File: src/logic/cfo_fmt_pkg.sv
`default_nettype none

package cfo_fmt_pkg;

    // one signed real or imaginary component
    localparam int COMP_W = 16;

    typedef logic [COMP_W-1:0] comp_t;

    // complex value, imaginary part in the upper half
    typedef logic [2*COMP_W-1:0] corr_t;

    // one component of the truncated Q15 product
    typedef logic [COMP_W-1:0] prod_t;

    // common left shift applied to both inputs
    typedef logic [3:0] shift_t;

endpackage

`default_nettype wire

File: src/logic/cfo_angle_pkg.sv
`default_nettype none

package cfo_angle_pkg;

    // arctangent table index
    localparam int IDX_W   = 10;
    localparam int LUT_MAX = 2**IDX_W - 1;

    typedef logic [IDX_W-1:0] lut_idx_t;

    // bit positions inside octant_t
    localparam int OCT_SWAP   = 2;
    localparam int OCT_NEG_RE = 1;
    localparam int OCT_NEG_IM = 0;

    typedef logic [2:0] octant_t;

    typedef enum logic [2:0] {IDLE, NORM, MULT, FOLD, DIV, ATAN, HOLD} cfo_state_e;

endpackage

`default_nettype wire

File: src/logic/cfo_if.sv
`timescale 1ns/100ps
`default_nettype none

// complex multiply, one start pulse per operation
interface cfo_mult_if import cfo_fmt_pkg::*; ();
    logic  start;
    corr_t a;
    corr_t b;
    prod_t prod_re;
    prod_t prod_im;
    logic  done;

    modport ctrl (output start, a, b, input prod_re, prod_im, done);
    modport unit (input start, a, b, output prod_re, prod_im, done);
endinterface

// serial divide for the table index
interface cfo_div_if import cfo_fmt_pkg::*, cfo_angle_pkg::*; ();
    logic     start;
    prod_t    num;
    prod_t    den;
    lut_idx_t quot;
    logic     done;

    modport ctrl (output start, num, den, input quot, done);
    modport unit (input start, num, den, output quot, done);
endinterface

`default_nettype wire

File: src/logic/cfo_control.sv
`timescale 1ns/100ps
`default_nettype none

module cfo_control
    import cfo_fmt_pkg::*, cfo_angle_pkg::*;
#(
    parameter int ANGLE_W = 20,
    parameter int DDS_W   = 20
) (
    input  logic                      clk_i,
    input  logic                      reset_ni,
    input  corr_t                     c0_i,
    input  corr_t                     c1_i,
    input  logic                      in_valid_i,
    output logic                      in_ready_o,
    input  logic                      out_ready_i,
    output logic                      out_valid_o,
    output logic signed [ANGLE_W-1:0] angle_o,
    output logic signed [DDS_W-1:0]   dds_inc_o,
    input  shift_t                    shift_i,
    cfo_mult_if.ctrl                  mult,
    cfo_div_if.ctrl                   div,
    output prod_t                     prod_re_o,
    output prod_t                     prod_im_o,
    input  prod_t                     num_i,
    input  prod_t                     den_i,
    input  octant_t                   octant_i,
    output octant_t                   octant_o,
    output lut_idx_t                  idx_o,
    input  logic signed [ANGLE_W-1:0] angle_i
);

    cfo_state_e               state_q;
    corr_t                    a_q;
    corr_t                    b_q;
    logic                     mult_start_q;
    logic                     div_start_q;
    prod_t                    prod_re_q;
    prod_t                    prod_im_q;
    prod_t                    num_q;
    prod_t                    den_q;
    octant_t                  octant_q;
    logic signed [DDS_W-1:0]  dds_next;

    // same left shift on both components of one value
    function automatic corr_t shift_corr(corr_t c, shift_t s);
        comp_t im;
        comp_t re;
        im = c[2*COMP_W-1:COMP_W] << s;
        re = c[COMP_W-1:0] << s;
        return {im, re};
    endfunction

    // DDS increment is the angle divided by 64
    if (ANGLE_W >= DDS_W) begin : g_dds_msb
        assign dds_next = $signed(angle_i[ANGLE_W-1 -: DDS_W]) >>> 6;
    end else begin : g_dds_ext
        assign dds_next = $signed({{(DDS_W-ANGLE_W){angle_i[ANGLE_W-1]}}, angle_i}) >>> 6;
    end

    always_ff @(posedge clk_i) begin
        if (!reset_ni) begin
            state_q      <= IDLE;
            mult_start_q <= 1'b0;
            div_start_q  <= 1'b0;
            out_valid_o  <= 1'b0;
            angle_o      <= '0;
            dds_inc_o    <= '0;
        end else begin
            mult_start_q <= 1'b0;
            div_start_q  <= 1'b0;
            case (state_q)
                IDLE: if (in_valid_i) state_q <= NORM;
                NORM: begin
                    mult_start_q <= 1'b1;
                    state_q      <= MULT;
                end
                // done arrives one cycle after start
                MULT: if (mult.done) state_q <= FOLD;
                FOLD: begin
                    div_start_q <= 1'b1;
                    state_q     <= DIV;
                end
                DIV:  if (div.done) state_q <= ATAN;
                ATAN: begin
                    angle_o     <= angle_i;
                    dds_inc_o   <= dds_next;
                    out_valid_o <= 1'b1;
                    state_q     <= HOLD;
                end
                HOLD: if (out_ready_i) begin
                    out_valid_o <= 1'b0;
                    state_q     <= IDLE;
                end
                default: state_q <= IDLE;
            endcase
        end
    end

    // operand registers
    always_ff @(posedge clk_i) begin
        // raw pair first, so the normalizer sees it during NORM
        if (state_q == IDLE && in_valid_i) begin
            a_q <= c0_i;
            b_q <= c1_i;
        end
        if (state_q == NORM) begin
            a_q <= shift_corr(a_q, shift_i);
            b_q <= shift_corr(b_q, shift_i);
        end
        if (state_q == MULT && mult.done) begin
            prod_re_q <= mult.prod_re;
            prod_im_q <= mult.prod_im;
        end
        if (state_q == FOLD) begin
            num_q    <= num_i;
            den_q    <= den_i;
            octant_q <= octant_i;
        end
    end

    assign in_ready_o = (state_q == IDLE);

    assign mult.start = mult_start_q;
    assign mult.a     = a_q;
    assign mult.b     = b_q;

    assign div.start = div_start_q;
    assign div.num   = num_q;
    assign div.den   = den_q;

    assign prod_re_o = prod_re_q;
    assign prod_im_o = prod_im_q;
    assign octant_o  = octant_q;
    assign idx_o     = div.quot;

endmodule

`default_nettype wire

File: src/flat_wrapper.sv
// flat-port wrapper written by rule: the top's interface ports become plain ports
module cfo_control_flat import cfo_fmt_pkg::*, cfo_angle_pkg::*;
#(
    parameter int ANGLE_W = 20,
    parameter int DDS_W   = 20
)
  (clk_i, reset_ni, c0_i, c1_i, in_valid_i, in_ready_o, out_ready_i, out_valid_o, angle_o, dds_inc_o, shift_i, prod_re_o, prod_im_o, num_i, den_i, octant_i, octant_o, idx_o, angle_i, mult_start, mult_a, mult_b, mult_prod_re, mult_prod_im, mult_done, div_start, div_num, div_den, div_quot, div_done);
  cfo_mult_if mult_i ();
  cfo_div_if div_i ();
  input  logic clk_i;
  input  logic reset_ni;
  input  corr_t c0_i;
  input  corr_t c1_i;
  input  logic in_valid_i;
  output logic in_ready_o;
  input  logic out_ready_i;
  output logic out_valid_o;
  output logic signed [ANGLE_W-1:0] angle_o;
  output logic signed [DDS_W-1:0] dds_inc_o;
  input  shift_t shift_i;
  output prod_t prod_re_o;
  output prod_t prod_im_o;
  input  prod_t num_i;
  input  prod_t den_i;
  input  octant_t octant_i;
  output octant_t octant_o;
  output lut_idx_t idx_o;
  input  logic signed [ANGLE_W-1:0] angle_i;
  output wire logic [$bits(mult_i.start)-1:0] mult_start;
  output wire logic [$bits(mult_i.a)-1:0] mult_a;
  output wire logic [$bits(mult_i.b)-1:0] mult_b;
  input wire logic [$bits(mult_i.prod_re)-1:0] mult_prod_re;
  input wire logic [$bits(mult_i.prod_im)-1:0] mult_prod_im;
  input wire logic [$bits(mult_i.done)-1:0] mult_done;
  output wire logic [$bits(div_i.start)-1:0] div_start;
  output wire logic [$bits(div_i.num)-1:0] div_num;
  output wire logic [$bits(div_i.den)-1:0] div_den;
  input wire logic [$bits(div_i.quot)-1:0] div_quot;
  input wire logic [$bits(div_i.done)-1:0] div_done;
  assign mult_start = mult_i.start;
  assign mult_a = mult_i.a;
  assign mult_b = mult_i.b;
  assign mult_i.prod_re = mult_prod_re;
  assign mult_i.prod_im = mult_prod_im;
  assign mult_i.done = mult_done;
  assign div_start = div_i.start;
  assign div_num = div_i.num;
  assign div_den = div_i.den;
  assign div_i.quot = div_quot;
  assign div_i.done = div_done;
  cfo_control #(.ANGLE_W(ANGLE_W), .DDS_W(DDS_W)) u_core (.clk_i(clk_i), .reset_ni(reset_ni), .c0_i(c0_i), .c1_i(c1_i), .in_valid_i(in_valid_i), .in_ready_o(in_ready_o), .out_ready_i(out_ready_i), .out_valid_o(out_valid_o), .angle_o(angle_o), .dds_inc_o(dds_inc_o), .shift_i(shift_i), .mult(mult_i), .div(div_i), .prod_re_o(prod_re_o), .prod_im_o(prod_im_o), .num_i(num_i), .den_i(den_i), .octant_i(octant_i), .octant_o(octant_o), .idx_o(idx_o), .angle_i(angle_i));
endmodule
File: config.mk
export PLATFORM = sky130hd
export DESIGN_NAME = cfo_control_flat
export DESIGN_NICKNAME = d
export VERILOG_FILES = /design/src/logic/cfo_fmt_pkg.sv /design/src/logic/cfo_angle_pkg.sv /design/src/logic/cfo_if.sv /design/src/logic/cfo_control.sv /design/src/flat_wrapper.sv
export SDC_FILE = /design/constraint.sdc
export NUM_CORES = 1
export LEC_CHECK = 0
export BUFFER_PORTS_ARGS = -buffer_cell sky130_fd_sc_hd__buf_2
export CAP_MARGIN = 30
export CORE_ASPECT_RATIO = 0.6
export CORE_UTILIZATION = 45
export CTS_CLUSTER_DIAMETER = 120
export CTS_CLUSTER_SIZE = 25
export DETAILED_ROUTE_END_ITERATION = 8
export PLACE_DENSITY = 0.79
export SYNTH_ARGS = -nofsm -noshare
export SYNTH_HDL_FRONTEND = slang
export SYNTH_SLANG_ARGS = --single-unit
File: constraint.sdc
create_clock -name clk_i -period 5.1 [get_ports clk_i]
set_clock_uncertainty 0.1 [all_clocks]
set_input_delay 0.765 -clock clk_i [delete_from_list [all_inputs] [get_ports clk_i]]
set_output_delay 0.765 -clock clk_i [all_outputs]
set_load 0.02 [all_outputs]
==> impl_metrics.py, run 1 <==
metrics = {
    "status": {
        "status": "complete, no violations",
    },
    "placed_design": {
        "io_buffers": 335,
        "place.gp.congestion": 0.937,
        "hpwlAfterDp_um": 20400,
        "placed_area_um2": 9610,
    },
    "clock_network": {
        "cts_buffer_depth": 2,
        "cts_made_buffers": 17,
        "clk_pin_slew_worst_paths_ns": 0.07,
        "numClockSinks": 157,
        "ctsResizeCount": 0,
        "clk_latency_ns": 0.41,
        "ctsHoldBuffers": 0,
        "post_cts.repair.setup_buffers": 0,
        "cts_tree": "built",
        "root_buffer": "clkbuf_16",
        "htreeDepth": 4,
    },
    "synth": {
        "synth_edf_count": 131,
        "syn-num-nets": 873,
        "synth_ff_type": "edfxtp_1",
        "avgSynthCellArea_um2": 11.5,
        "ys_types": 50,
        "async_flop_share_pct": 0,
        "ys_warn_count": 0,
        "syn_area_um2": 8060,
        "synth_seq_cells": 157,
        "synthCells": 702,
        "ys_seq_area_share_pct": 55.3,
    },
    "setup_path": {
        "cp_slowest_cell": "or3b_2",
        "start_kind": "register",
        "crit_buf_inv": 2,
        "worstPathArrival_ns": 3.08,
        "critPathTopFamily": "simple AND/OR/NAND/NOR gates",
        "critPathKind": "reg2reg",
        "worstPathRequired_ns": 5.04,
        "endpoint_kind": "register",
        "worst_path_largest_cell_delay_ns": 0.68,
        "crit_path_frequent_cell": "buf_4",
        "worstPathMaxFanout": 52,
        "cp_cell_sequence": "or3b_2 -> buf_4 -> nand2_2 -> buf_4",
    },
    "sta": {
        "setup_viol": 0,
        "fin_hold_ws_ns": 0.360,
        "timing.fmax_ghz": 0.319,
        "max-slew-margin-rel_pct": 30.0,
        "hold_violations": 0,
        "fin_crit_ns": 3.14,
        "tns_ns": 0,
        "worst_pin_slew_ns": 1.04,
        "min_period_over_period_pct": 61.5,
        "maxSlewViolCount": 0,
        "rsz0062_at_grt": "false",
    },
    "flow_run": {
        "drv_cap": 0,
    },
    "finish": {
        "final_cell_area_um2": 10200,
        "n_antenna_cell": 0,
        "area_delta_synth_final_pct": 26.7,
        "final_common_cell": "buf_2",
        "fill_cells": 1511,
        "final-seq-area_um2": 4450,
        "nNetsFinal": 1159,
        "final_cell_mix": "335 x buf_2, 131 x edfxtp_1, 96 x nand2_1, 46 x mux2i_1, 41 x o21ai_0",
        "multi_input_area_um2": 3070,
        "drive_above_1_share_pct": 42.4,
    },
    "detailed_routing": {
        "drc": 0,
        "wirelength_um": 27400,
        "drtIter0Drc": 862,
        "vias_per_cell": 5.80,
        "antenna_left": 0,
        "wl_per_cell_um": 22.2,
        "first_pass_iters": 5,
        "dr_total_vias": 7166,
    },
    "power_and_ir_drop": {
        "power_density_nw_per_um2": 370,
        "vdd_drop_max_mv": 0.242,
        "leakage_nw": 4.35,
    },
    "global_route": {
        "grt_max_degree": 73,
        "grt_pass1_wl_um": 40400,
        "grt-ovfl-total": 0,
        "grt.total_usage_pct": 29.5,
        "grt_pass1_vias": 6569,
        "antenna_found_initial": 0,
    },
    "floorplan": {
        "die-height_um": 106,
        "fp.dieW_um": 175,
        "row_count": 37,
        "coreArea_um2": 17300,
        "start_util_pct": 46.6,
        "ios": 356,
        "die_area_um2": 18500,
    },
    "min_path": {
        "hold_class": "reg2reg",
    },
}
## power by group
part / total [mW] / switching (mW) / internal (mW)
logic: 0.816 / 0.515 / 0.301
clock network: 1.32 / 0.575 / 0.743
registers: 1.65 / 0.116 / 1.53
## tightest hold or removal path, cell delays in order, from the launching register on
cell and delay [ns]:
dfxtp_1 0.31, nand2_1 0.04, a21boi_0 0.06
## flip-flops by register name, summed over array words and instances (netlist names)
name,count
u_core.mult.b,32
u_core.div.den,16
u_core.div.start,1
u_core.prod_re_o,16
u_core.dds_inc_o,13
u_core.div.num,16
u_core.mult.a,32
u_core.prod_im_o,16
u_core.octant_o,3
u_core.mult.start,1
u_core.state_q,3
u_core.angle_o,7
u_core.out_valid_o,1
## cells in the mapped netlist, types with 2 or more instances
library cell / n / area [µm²]
edfxtp_1: 131 / 3930
buf_4: 34 / 255
mux2i_1: 46 / 460
a221oi_1: 7 / 61.3
clkbuf_1: 15 / 56.3
o21ai_0: 41 / 205
or2_2: 3 / 18.8
mux2_4: 3 / 45.0
o21ai_1: 4 / 20.0
buf_6: 5 / 56.3
buf_1: 2 / 7.51
a21boi_0: 20 / 150
mux2_2: 24 / 270
a211oi_1: 12 / 90.1
nor2_1: 40 / 150
a21o_1: 2 / 15.0
nor3_1: 12 / 60.1
o211ai_1: 2 / 15.0
mux4_2: 8 / 180
and2_1: 6 / 37.5
nand3_1: 4 / 20.0
buf_2: 20 / 100
a22o_1: 16 / 140
nand2_1: 97 / 364
buf_12: 2 / 40.0
nand2b_1: 5 / 31.3
o221ai_1: 4 / 35.0
a2bb2oi_1: 5 / 43.8
inv_1: 8 / 30.0
a31oi_1: 7 / 43.8
dfxtp_1: 26 / 521
nand3b_1: 3 / 22.5
a21oi_1: 33 / 165
a221o_1: 7 / 70.1
a22oi_1: 10 / 75.1
nor2b_1: 14 / 87.6
o22ai_1: 11 / 68.8
## stage by stage
step           setup WS (ns)  power, mW  util (%)  cells
4_1_cts                 1.66       3.77      59.0   1234
3_5_place_dp            1.68       2.46      55.5   1202
5_1_grt                 1.82       3.91      59.0   1235
3_3_place_gp            1.77       2.46      55.4   1201
6_report                1.96       3.78      59.0   1235
2_1_floorplan           1.52       2.16         -    702
## area by class of cell
class	count	area share, %
Clock buffer	18	4.20
Timing Repair Buffer	346	17.3
Tap cell	234	2.87
Clock inverter	14	1.64
Sequential cell	157	43.6
Multi-Input combinational cell	457	30.0
Inverter	9	0.331
## cells by family (layout without fill, tap and decap cells)
logic type	Yosys count	count (layout)	synth area share, %
mux	82	82	12.0
buf+inv	88	387	6.88
flops	157	157	55.3
simple gates	190	190	10.5
compound gates	185	185	15.4
## per-layer routing
| metal | GRT usage, % | vias up | wire (µm) |
|---|---|---|---|
| met2 | 42.1 | 536 | 11600 |
| met4 | 4.72 | 0 | 229 |
| li1 | - | 3169 | - |
| met3 | 12.6 | 27 | 4110 |
| met1 | 42.0 | 3434 | 11500 |
| met5 | 0 | - | 0 |
## path summary, 6_finish.rpt
kind,start,to,slack [ns],cells past startpoint
worst max-delay path,u_core.state_q[0],u_core.mult.a[27],1.96,4
worst min register to register,u_core.angle_o[5],u_core.angle_o[5],0.36,2
worst min-delay path,u_core.angle_o[5],u_core.angle_o[5],0.36,2
worst max register to register,u_core.state_q[0],u_core.mult.a[27],1.96,4
Power figures use the tool's default switching activity.
==> inputs of run 2 (changes only) <==
--- a/config.mk
+++ b/config.mk
@@ -5,14 +5,15 @@
 export SDC_FILE = /design/constraint.sdc
 export NUM_CORES = 1
 export LEC_CHECK = 0
+export ABC_AREA = 1
 export BUFFER_PORTS_ARGS = -buffer_cell sky130_fd_sc_hd__buf_2
 export CAP_MARGIN = 30
 export CORE_ASPECT_RATIO = 0.6
-export CORE_UTILIZATION = 45
+export CORE_UTILIZATION = 44
 export CTS_CLUSTER_DIAMETER = 120
 export CTS_CLUSTER_SIZE = 25
 export DETAILED_ROUTE_END_ITERATION = 8
-export PLACE_DENSITY = 0.79
+export PLACE_DENSITY = 0.8
 export SYNTH_ARGS = -nofsm -noshare
 export SYNTH_HDL_FRONTEND = slang
 export SYNTH_SLANG_ARGS = --single-unit
==> constraint.sdc (replaced) <==
create_clock -name clk_i -period 2.5 [get_ports clk_i]
set_clock_uncertainty 0.1 [all_clocks]
set_input_delay 0.375 -clock clk_i [delete_from_list [all_inputs] [get_ports clk_i]]
set_output_delay 0.375 -clock clk_i [all_outputs]
set_load 0.02 [all_outputs]
==> run 2 against run 1 <==
Die area increased by 4.1%. First-iteration DRC count rose by 11%. Non-clock buffer count is 17 higher. Largest power group unchanged.
==> impl_metrics.py, run 2 <==
metrics = {
    "status": {
        "status": "complete, no violations",
    },
    "floorplan": {
        "fp.dieW_um": 178,
        "die-height_um": 108,
        "start_util_pct": 45.2,
        "die_area_um2": 19200,
        "ios": 356,
        "coreArea_um2": 18200,
        "row_count": 38,
    },
    "synth": {
        "syn-num-nets": 1145,
        "synth_ff_type": "edfxtp_1",
        "ys_warn_count": 0,
        "avgSynthCellArea_um2": 8.42,
        "muxShareOfSynthArea_pct": 0,
        "synth_edf_count": 131,
        "syn_area_um2": 8210,
        "synth_top_area_cell": "edfxtp_1",
        "synth_top_family_by_area": "simple AND/OR/NAND/NOR gates",
        "netlist.area_leader.share_pct": 47.9,
        "synth-compound-area-share_pct": 3.17,
        "synth_common_cells": "376 x nand2_1, 234 x nand3_1, 131 x edfxtp_1",
        "ys_types": 30,
        "async_flop_share_pct": 0,
        "synth_xor_area_share_pct": 0,
        "synth_area_leaders": "edfxtp_1 48%, nand2_1 17%, nand3_1 14%, dfxtp_1 6.3%, buf_4 3.4%",
        "ys_seq_area_share_pct": 54.3,
        "yosys.cell_count.top_type": "nand2_1",
        "synth_seq_cells": 157,
        "synthAdderAreaFrac_pct": 0,
        "synth_simple_gate_area_share_pct": 34.4,
        "synthCells": 974,
    },
    "sta": {
        "worst_pin_slew_ns": 0.755,
        "maxSlewViolCount": 0,
        "min_period_over_period_pct": 85.7,
        "hold_violations": 0,
        "fin_hold_ws_ns": 0.0248,
        "max-slew-margin-rel_pct": 49.6,
        "rsz0062_at_grt": "false",
        "fin_crit_ns": 2.14,
        "setup_viol": 0,
        "fin_ws_ns": 0.358,
        "tns_ns": 0,
        "timing.fmax_ghz": 0.467,
    },
    "finish": {
        "utilization_pct": 57.7,
        "final_cell_mix": "375 x nand2_1, 335 x buf_2, 234 x nand3_1, 131 x edfxtp_1, 29 x nor2_1",
        "final_cell_area_um2": 10500,
        "final_common_cell": "nand2_1",
        "drive_above_1_share_pct": 31.3,
        "nNetsFinal": 1436,
        "instances_no_fill": 1522,
        "area_delta_synth_final_pct": 27.7,
        "fill_cells": 1673,
    },
    "clock_network": {
        "htreeDepth": 4,
        "numClockSinks": 157,
        "ctsHoldBuffers": 0,
        "clk_latency_ns": 0.42,
        "cts_made_buffers": 17,
        "ctsResizeCount": 0,
        "cts_buffer_depth": 2,
        "cts_tree": "built",
        "clk_pin_slew_worst_paths_ns": 0.08,
        "post_cts.repair.setup_buffers": 0,
        "root_buffer": "clkbuf_16",
    },
    "global_route": {
        "antenna_found_initial": 4,
        "grt.total_usage_pct": 28.4,
        "grt_pass1_wl_um": 40500,
        "grt-ovfl-total": 0,
        "grt_max_degree": 66,
        "grt_pass1_vias": 7253,
    },
    "detailed_routing": {
        "vias_per_cell": 5.37,
        "m1WireLength_um": 11700,
        "wl_per_cell_um": 17.8,
        "first_pass_iters": 8,
        "drc": 0,
        "wirelength_um": 27100,
        "dr_total_vias": 8174,
        "antenna_left": 0,
        "wl_met3_um": 2950,
        "met2_length_um": 12100,
        "drtIter0Drc": 959,
        "highest_layer": "met4",
    },
    "flow_run": {
        "drv_cap": 0,
    },
    "placed_design": {
        "pre_cts_ws_ns": 0.367,
        "io_buffers": 335,
        "place.gp.congestion": 0.924,
        "place_inst": 1475,
        "placed_area_um2": 9770,
        "hpwlAfterDp_um": 19600,
    },
    "min_path": {
        "min_from": "num_i[10]",
        "hold_class": "in2reg",
        "hold_path_end": "u_core.div.num[10]",
        "hold-path-cell-count": 1,
    },
    "setup_path": {
        "worstPathRequired_ns": 2.44,
        "worstPathMaxFanout": 56,
        "r2r-end": "u_core.mult.b[8]",
        "reg2reg_depth": 6,
        "r2r_start": "u_core.state_q[2]",
        "critPathKind": "reg2reg",
        "worstPathArrival_ns": 2.09,
        "endpoint_kind": "register",
        "rrSetupSlack_ns": 0.36,
        "start_kind": "register",
    },
    "power_and_ir_drop": {
        "finalPower_mw": 11.4,
        "power_density_nw_per_um2": 1090,
        "vdd_drop_max_mv": 0.571,
        "leakage_nw": 4.90,
    },
}
==> run 2: changes by cell type after synthesis, moves of 14 or more <==
| cell | change |
|---|---|
| o21ai_0 | -22 |
| a21boi_0 | -20 |
| a22o_1 | -16 |
| mux2i_1 | -46 |
| nand2_1 | +279 |
| mux2_2 | -24 |
| nor2b_1 | -14 |
| nand3_1 | +230 |
==> run 2: worst max path at each step <==
stage | start | slack (ns) | to | depth (start not counted)
floorplan | u_core.state_q[0] | -0.04 | u_core.div.den[0] | 3
global placement | u_core.state_q[2] | 0.44 | u_core.mult.a[28] | 6
detailed placement | u_core.state_q[2] | 0.37 | u_core.mult.a[23] | 6
CTS | u_core.state_q[2] | 0.35 | u_core.mult.a[17] | 6
global route | u_core.state_q[2] | 0.27 | u_core.mult.b[28] | 6
finish | u_core.state_q[2] | 0.36 | u_core.mult.b[8] | 6
==> run 2: report_power, final <==
part / internal (mW) / switching (mW) / total (mW) / leakage (nW)
combinational: 1.25 / 3.05 / 4.30 / 3.18
clock: 1.35 / 1.26 / 2.61 / 0.288
sequential: 3.85 / 0.644 / 4.49 / 1.44
==> run 2: metal layers <==
metal / track usage (%) / up-vias
met5: 0 / -
met4: 7.75 / 0
met3: 8.12 / 26
met2: 42.0 / 492
met1: 40.4 / 3792
li1: - / 3864
==> run 2: cells by family (layout without fill, tap and decap cells) <==
kind of cell	Yosys count	after routing
DFF	157	157
other	0	4
and+or+nand+nor	654	654
AOI/OAI and AO/OA	50	50
buffers and inverters	113	417
==> run 2: worst max-delay path: stages, from the launching register on <==
cell and delay [ns]:
dfxtp_1 0.41, nor2_1 0.21, inv_1 0.12, nor2_1 0.14, nand2_1 0.10, nand2_4 0.06
buf_4 0.60
==> run 2: area by class of cell <==
class / instances / area [µm²] / area share [%]
flip-flops and latches: 157 / 4450 / 42.5
multi-input cells: 704 / 3120 / 29.7
repair buffers: 363 / 1910 / 18.3
clock buffers: 17 / 425 / 4.06
well taps: 240 / 300 / 2.87
clock inverters: 15 / 168 / 1.60
inverters: 22 / 90.1 / 0.860
diodes: 4 / 10.0 / 0.0955
==> inputs of run 3 (changes only) <==
--- a/config.mk
+++ b/config.mk
@@ -5,15 +5,14 @@
 export SDC_FILE = /design/constraint.sdc
 export NUM_CORES = 1
 export LEC_CHECK = 0
-export ABC_AREA = 1
 export BUFFER_PORTS_ARGS = -buffer_cell sky130_fd_sc_hd__buf_2
 export CAP_MARGIN = 30
 export CORE_ASPECT_RATIO = 0.6
-export CORE_UTILIZATION = 44
+export CORE_UTILIZATION = 43
 export CTS_CLUSTER_DIAMETER = 120
 export CTS_CLUSTER_SIZE = 25
 export DETAILED_ROUTE_END_ITERATION = 8
-export PLACE_DENSITY = 0.8
+export PLACE_DENSITY = 0.79
 export SYNTH_ARGS = -nofsm -noshare
 export SYNTH_HDL_FRONTEND = slang
 export SYNTH_SLANG_ARGS = --single-unit
==> run 3 against run 2 <==
First-iteration DRC count down 15%. Global-route usage up 0.74 points. Fmax up 1.4%. Clock power about the same. Non-clock buffer count up 16. Sequential share of layout area down 0.13 points. Final cell count down 16%. Largest cell class unchanged.
==> impl_metrics.py, run 3 (synthesized netlist as in run 1, its figures left out) <==
metrics = {
    "status": {
        "status": "complete, no violations",
    },
    "global_route": {
        "grt_pass1_wl_um": 40900,
        "antenna_found_initial": 0,
        "grt_max_degree": 57,
        "grt-ovfl-total": 0,
        "grt.total_usage_pct": 29.1,
        "grt_pass1_vias": 6835,
    },
    "floorplan": {
        "ios": 356,
        "coreArea_um2": 18200,
        "start_util_pct": 44.3,
        "row_count": 38,
        "die_area_um2": 19300,
        "die-height_um": 108,
        "fp.dieW_um": 179,
    },
    "clock_network": {
        "clk_latency_ns": 0.42,
        "ctsHoldBuffers": 0,
        "numClockSinks": 157,
        "cts_tree": "built",
        "cts_made_buffers": 17,
        "cts_buffer_depth": 2,
        "clk_pin_slew_worst_paths_ns": 0.08,
        "post_cts.repair.setup_buffers": 0,
        "root_buffer": "clkbuf_16",
        "htreeDepth": 4,
        "ctsResizeCount": 0,
    },
    "min_path": {
        "hold_class": "in2reg",
        "hold-path-cell-count": 1,
    },
    "sta": {
        "min_period_over_period_pct": 84.5,
        "hold_violations": 0,
        "fin_crit_ns": 2.11,
        "max-slew-margin-rel_pct": 53.0,
        "timing.fmax_ghz": 0.473,
        "setup_viol": 0,
        "maxSlewViolCount": 0,
        "rsz0062_at_grt": "false",
        "worst_pin_slew_ns": 0.706,
    },
    "setup_path": {
        "critPathTopFamily": "buffers and inverters",
        "worstPathArrival_ns": 2.17,
        "worst_path_largest_cell_delay_ns": 0.49,
        "endpoint_kind": "register",
        "crit_path_frequent_cell": "buf_4",
        "cp_slowest_cell": "or3b_2",
        "critPathKind": "reg2reg",
        "reg2reg_depth": 5,
        "worstPathRequired_ns": 2.56,
        "worstPathMaxFanout": 41,
        "cp.depth": 5,
        "crit_buf_inv": 2,
        "start_kind": "register",
        "cp_cell_sequence": "or3b_2 -> buf_4 -> buf_4 -> a22oi_1 -> o21ai_0",
    },
    "power_and_ir_drop": {
        "vdd_drop_max_mv": 0.487,
        "finalPower_mw": 7.73,
        "power_density_nw_per_um2": 736,
        "leakage_nw": 4.52,
    },
    "finish": {
        "final-seq-area_um2": 4450,
        "final_common_cell": "buf_2",
        "fill_cells": 1594,
        "area_delta_synth_final_pct": 30.4,
        "final_cell_area_um2": 10500,
        "nNetsFinal": 1192,
        "utilization_pct": 57.7,
        "n_antenna_cell": 0,
        "final_cell_mix": "335 x buf_2, 131 x edfxtp_1, 96 x nand2_1, 46 x mux2i_1, 41 x o21ai_0",
        "multi_input_area_um2": 3070,
        "drive_above_1_share_pct": 43.7,
    },
    "placed_design": {
        "io_buffers": 335,
        "place.gp.congestion": 0.967,
        "placed_area_um2": 9860,
        "hpwlAfterDp_um": 21100,
    },
    "detailed_routing": {
        "vias_per_cell": 5.70,
        "antenna_left": 0,
        "dr_total_vias": 7262,
        "wl_per_cell_um": 22.0,
        "wirelength_um": 28000,
        "first_pass_iters": 7,
        "drc": 0,
        "drtIter0Drc": 818,
    },
    "flow_run": {
        "drv_cap": 0,
    },
}
[run 3: area by class of cell]
| cell class | count | share of cell area [%] |
|---|---|---|
| Timing Repair Buffer | 379 | 19.6 |
| Clock buffer | 17 | 4.05 |
| Inverter | 9 | 0.321 |
| Clock inverter | 15 | 1.57 |
| Sequential cell | 157 | 42.4 |
| Multi-Input combinational cell | 457 | 29.2 |
| Tap cell | 240 | 2.86 |
[run 3: worst reg2reg max path: cells and delay by family, from the launching register on]
| kind | cells | cell delay (ns) |
|---|---|---|
| buf+inv | 2 | 0.61 |
| simple gates | 1 | 0.49 |
| flops | 1 | 0.33 |
| compound gates | 2 | 0.33 |
[run 3: path summary, 6_finish.rpt]
path                                        start                   to  slack (ns)
worst max-delay path            u_core.state_q[0]    u_core.mult.b[13]        0.39
worst min register to register  u_core.angle_o[0]    u_core.angle_o[0]        0.36
worst max register to register  u_core.state_q[0]    u_core.mult.b[13]        0.39
worst min-delay path              mult_prod_re[5]  u_core.prod_re_o[5]        0.02
[run 3: per-stage QoR]
step	cells	worst slack [ns]	hold slack (ns)	TNS [ns]
2_1_floorplan	702	-0.0232	0.374	-0.741
3_3_place_gp	1236	0.352	0.347	0
6_report	1274	0.387	0.0205	0
3_5_place_dp	1236	0.311	0.355	0
4_1_cts	1268	0.383	0.00802	0
5_1_grt	1274	0.275	0.000789	0
[run 3: power breakdown]
group	switching (mW)	internal [mW]	leakage, nW
registers	0.214	3.13	1.44
clock network	1.28	1.35	0.288
logic	1.10	0.668	2.78
[run 3: layer usage]
metal	track usage [%]	part of all wire, %
met3	10.7	14
met2	41.5	43
met5	0	0
met4	6.60	0.94
met1	41.8	42
